==> config.mk <==
export PLATFORM = sky130hd
export DESIGN_NAME = state_fifo
export DESIGN_NICKNAME = d
export VERILOG_FILES = /design/src/verilog/aes_sbox_pkg.sv /design/src/verilog/state_fifo.sv
export SDC_FILE = /design/constraint.sdc
export NUM_CORES = 1
export LEC_CHECK = 0
export ABC_AREA = 1
export CORE_ASPECT_RATIO = 1.1
export CORE_UTILIZATION = 56
export DETAILED_ROUTE_END_ITERATION = 10
export DONT_BUFFER_PORTS = 1
export GPL_TIMING_DRIVEN = 0
export PLACE_DENSITY = 0.74
export SYNTH_ARGS = -nofsm -noshare
export SYNTH_HDL_FRONTEND = slang
export SYNTH_SLANG_ARGS = --single-unit
==> constraint.sdc <==
create_clock -name clk -period 3.8 [get_ports clk]
set_clock_uncertainty 0.05 [all_clocks]
set_input_delay 0.76 -clock clk [delete_from_list [all_inputs] [get_ports clk]]
set_output_delay 0.76 -clock clk [all_outputs]
set_load 0.03 [all_outputs]
==> src/verilog/aes_sbox_pkg.sv <==
// AES byte substitution definitions

package aes_sbox_pkg;

    // ------------------------------------------------------------
    // Opcode
    // ------------------------------------------------------------

    // Forward S-box for encryption, inverse S-box for decryption
    typedef enum logic {
        OP_SUB     = 1'b0,
        OP_INV_SUB = 1'b1
    } sbox_op_e;

    // ------------------------------------------------------------
    // State geometry
    // ------------------------------------------------------------

    // One AES state is a 4x4 byte matrix
    localparam int STATE_BYTES = 16;

    // Flat state width, byte 0 in the low lane
    localparam int STATE_W = STATE_BYTES * 8;

    // ------------------------------------------------------------
    // Affine map constants
    // ------------------------------------------------------------

    // Added after the forward affine matrix (FIPS-197 c)
    localparam logic [7:0] AFFINE_C = 8'h63;

    // Added after the inverse affine matrix
    localparam logic [7:0] INV_AFFINE_C = 8'h05;

endpackage

==> src/verilog/state_fifo.sv <==
// Credit-returning state buffer
`timescale 1ns/1ps

module state_fifo
    import aes_sbox_pkg::*;
#(
    parameter int FIFO_DEPTH = 4
) (
    input  logic               clk,
    input  logic               arst_n,
    input  logic               in_valid,
    input  sbox_op_e           in_op,
    input  logic [STATE_W-1:0] in_state,
    input  logic               fifo_pop,
    output logic               fifo_valid,
    output sbox_op_e           fifo_op,
    output logic [STATE_W-1:0] fifo_state,
    output logic               in_credit
);

    // Pointer width, at least one bit
    localparam int PTR_W = (FIFO_DEPTH > 1) ? $clog2(FIFO_DEPTH) : 1;

    // Count holds 0 up to FIFO_DEPTH
    localparam int CNT_W = $clog2(FIFO_DEPTH + 1);

    // ------------------------------------------------------------
    // Storage
    // ------------------------------------------------------------

    logic [STATE_W-1:0] state_mem [FIFO_DEPTH];
    sbox_op_e           op_mem    [FIFO_DEPTH];

    logic [PTR_W-1:0]   wr_ptr;
    logic [PTR_W-1:0]   rd_ptr;
    logic [CNT_W-1:0]   count;

    // Upstream credits keep writes within depth, no full check
    always_ff @(posedge clk) begin
        if (in_valid) begin
            state_mem[wr_ptr] <= in_state;
            op_mem[wr_ptr]    <= in_op;
        end
    end

    // ------------------------------------------------------------
    // Pointers, count, credit return
    // ------------------------------------------------------------

    always_ff @(posedge clk or negedge arst_n) begin
        if (!arst_n) begin
            wr_ptr    <= '0;
            rd_ptr    <= '0;
            count     <= '0;
            in_credit <= 1'b0;
        end else begin
            // Circular wrap at the last slot
            if (in_valid) begin
                wr_ptr <= (wr_ptr == PTR_W'(FIFO_DEPTH - 1)) ? '0 : wr_ptr + 1'b1;
            end
            if (fifo_pop) begin
                rd_ptr <= (rd_ptr == PTR_W'(FIFO_DEPTH - 1)) ? '0 : rd_ptr + 1'b1;
            end
            // Push and pop together leave the count alone
            case ({in_valid, fifo_pop})
                2'b10:   count <= count + 1'b1;
                2'b01:   count <= count - 1'b1;
                default: count <= count;
            endcase
            // One credit per freed slot, one cycle after the pop
            in_credit <= fifo_pop;
        end
    end

    // Head entry
    assign fifo_valid = (count != '0);
    assign fifo_op    = op_mem[rd_ptr];
    assign fifo_state = state_mem[rd_ptr];

endmodule

==> reports/metrics.yaml <==
status: "complete, no violations"
h-tree-depth: 2
die_w_um: 187.3
multi_input_area_um2: 3879
grt_pass1_vias: 12327
drv_cap: 0
pwr-share-seq_pct: 39.1
dieArea_um2: 38570
viasPerCell: 5.507
cts_buffer_depth: 3
crit_cells: 5
synth-async-reset-ratio_pct: 1.527
end_kind: "output port"
dpl.hpwl_mm: 28.71
tns_ns: 0
ant_nets: 0
port-buffer-count: 0
slowest_delay_ns: 0.48
maxSlewViolCount: 0
synthTopCellsByArea: "edfxtp_1 (73%), o211ai_1 (7.1%), nand2_1 (7.1%)"
clk-insertion-delay-late_ns: 0.59
powerDensity_nw_per_um2: 833.4
syn-instance-count: 1558
yosysSeqAreaShare_pct: 74.17
nets: 1769
cpMaxStageDelayCell: "clkbuf_1"
grt_pass1_wl_mm: 69.47
die_y_um: 205.9
syn_area_per_cell_um2: 13.58
crit_end: "fifo_state[119]"
cts_root_buffer: "clkbuf_16"
netlist_area_um2: 21160
synth_top_flop_cell: "edfxtp_1"
grt_max_degree: 37
pwr-share-clk_pct: 25.0
tightest_slew_ns: 0.5767
rr_endpoint: "state_mem[0][93]"
p_leak_nw: 9.237
cp.required_ns: 2.99
intPower_mw: 11.93
seqCellArea_um2: 15700
hold_slack_ns: 0.1517
routed_wl_mm: 46.10
rsz0062_at_grt: "false"
fillers: 2618
cts_setup_buffers: 0
synth_edf_count: 516
track_usage_pct: 24.10
finalHoldViolations: 0
numCtsBuffers: 51
worst_path_dominant_cell_family: "buffers and inverters"
area_growth_pct: 12.43
yosysTopAreaCell: "edfxtp_1"
grt_overflow: 0
layout_setup_ws_ns: 0.5376
antenna_found_initial: 1
fin_crit_sh_pct: 85.85
cts_tree: "yes"
start_util_pct: 56.85
slew_headroom_pct: 61.47
dp_slack_ns: 1.091
reg2reg_from: "wr_ptr[0]"
synth_cell_types: 21
hold_class: "primary input to register"
post_drt_wl_per_cell_um: 21.29
core_area_um2: 37220
globalplace.congestion: 0.7782
first_iter_violations: 894
rows: 74
clk_pin_slew_ns: 0.06
place_area_um2: 22140
fin_crit_ns: 3.262
ir_worst_vdd_mv: 0.5682
critPathBufInv: 3
vias: 11922
postLayoutCoreUtil_pct: 63.92
p_switching_mw: 7.899
ys_seq_elements: 524
arrival_ns: 2.45
drive_above_1_share_pct: 13.46
pin_count: 264
r2r_slack_ns: 1.49
crit_type: "register to output port"
netlist_top_cells_count: "edfxtp_1 (516), nand2_1 (399), inv_1 (270), o211ai_1 (200), o211ai_2 (58)"
crit_path_max_fanout: 10
combPwrFrac_pct: 35.9
fmax_ghz: 0.3065
num_antenna_cells: 0
worstPathCellList: "inv_2, buf_4, clkbuf_1, o211ai_1, nand2_1"
p_sw_share_pct: 39.84
setup.worst_path.start: "rd_ptr[1]"
synth_top_area_share_pct: 73.22
synth-warning-count: 0
drc: 0
cts_resized: 0
synth_nets: 1698
clock-sinks: 524
setup_viol: 0
firstDrtPassIters: 5
ff2ff_path_depth: 7
synth.most_common_cell: "edfxtp_1"
start_kind: "register"
stdcell_area_um2: 23790
-- state kept, by name, indices dropped and copies added (netlist names) --
signal,cells
wr_ptr,2
state_mem,512
rd_ptr,2
count,3
in_credit,1
op_mem,4
-- kinds of logic after synthesis --
group                      count (synthesis)  share of synthesized area, %
AOI/OAI and AO/OA                        264                         10.67
and+or+nand+nor                          403                         7.172
adders and majority gates                  7                        0.4494
xor gates and xnor gates                   1                       0.04140
buffers and inverters                    359                         7.503
DFF                                      524                         74.17
-- cell type report --
cell class | count | share of cell area, %
Sequential cell | 524 | 65.97
Timing Repair Buffer | 18 | 1.504
Multi-Input combinational cell | 675 | 16.30
Clock buffer | 60 | 5.595
Clock inverter | 35 | 1.299
Buffer | 86 | 2.366
Inverter | 273 | 4.370
Tap cell | 494 | 2.598
-- cells in the final DEF (no fill, tap or decap), drive strengths merged --
master / instances
edfxtp: 516
nand2: 399
inv: 272
o211ai: 258
buf: 89
clkbuf: 74
clkinv: 25
dfrtp: 8
clkinvlp: 6
ha: 6
bufinv: 5
o21ai: 5
nand3: 2
xnor2: 1
a21oi: 1
nor2: 1
nand4: 1
fa: 1
dlygate4sd3: 1
-- timing repair --
item | CTS | global route
hold buffers | 1 | 0
setup endpoints to repair | 0 | 0
hold endpoints to repair | 8 | 0
-- power groups by stage --
stage / registers (mW) / logic (mW) / clock network (mW)
after floorplan: 7.89 / 5.32 / 0
after global placement: 7.99 / 6.82 / 0
after detailed placement: 7.86 / 7.16 / 0
after CTS: 7.76 / 7.19 / 5.02
after global routing: 7.83 / 7.60 / 5.21
final: 7.75 / 7.12 / 4.95
-- layer usage --
| layer | share of wire [%] | up-vias | global-route usage, % |
|---|---|---|---|
| met2 | 51 | 408 | 41.42 |
| met3 | 9.1 | 86 | 7.506 |
| met5 | 0 | - | 0 |
| li1 | - | 5597 | - |
| met1 | 37 | 5831 | 28.30 |
| met4 | 2.7 | 0 | 9.631 |
-- worst register-to-register path, cell delays in order (launching register included) --
cell and delay [ns]:
dfrtp_1 0.42, inv_1 0.09, ha_1 0.20, nand2_1 0.11, clkinvlp_4 0.43, buf_12 0.35, buf_12 0.19, buf_12 0.20
-- through the flow --
| step | power, mW | std cells |
|---|---|---|
| floorplan | 13.21 | 1558 |
| global placement | 14.81 | 2052 |
| detailed placement | 15.02 | 2069 |
| CTS | 19.96 | 2165 |
| global route | 20.64 | 2165 |
| finish | 19.83 | 2165 |
-- worst min path at each step --
stage,start,to,slack [ns],depth (start not counted)
3_3_place_gp,arst_n,in_credit,0.41,0
3_5_place_dp,arst_n,in_credit,0.41,0
5_1_grt,fifo_pop,in_credit,0.13,0
2_1_floorplan,count[2],count[2],0.39,2
6_report,fifo_pop,in_credit,0.15,0
4_1_cts,fifo_pop,in_credit,0.12,0
No activity file was read; power rests on OpenSTA's default activity.
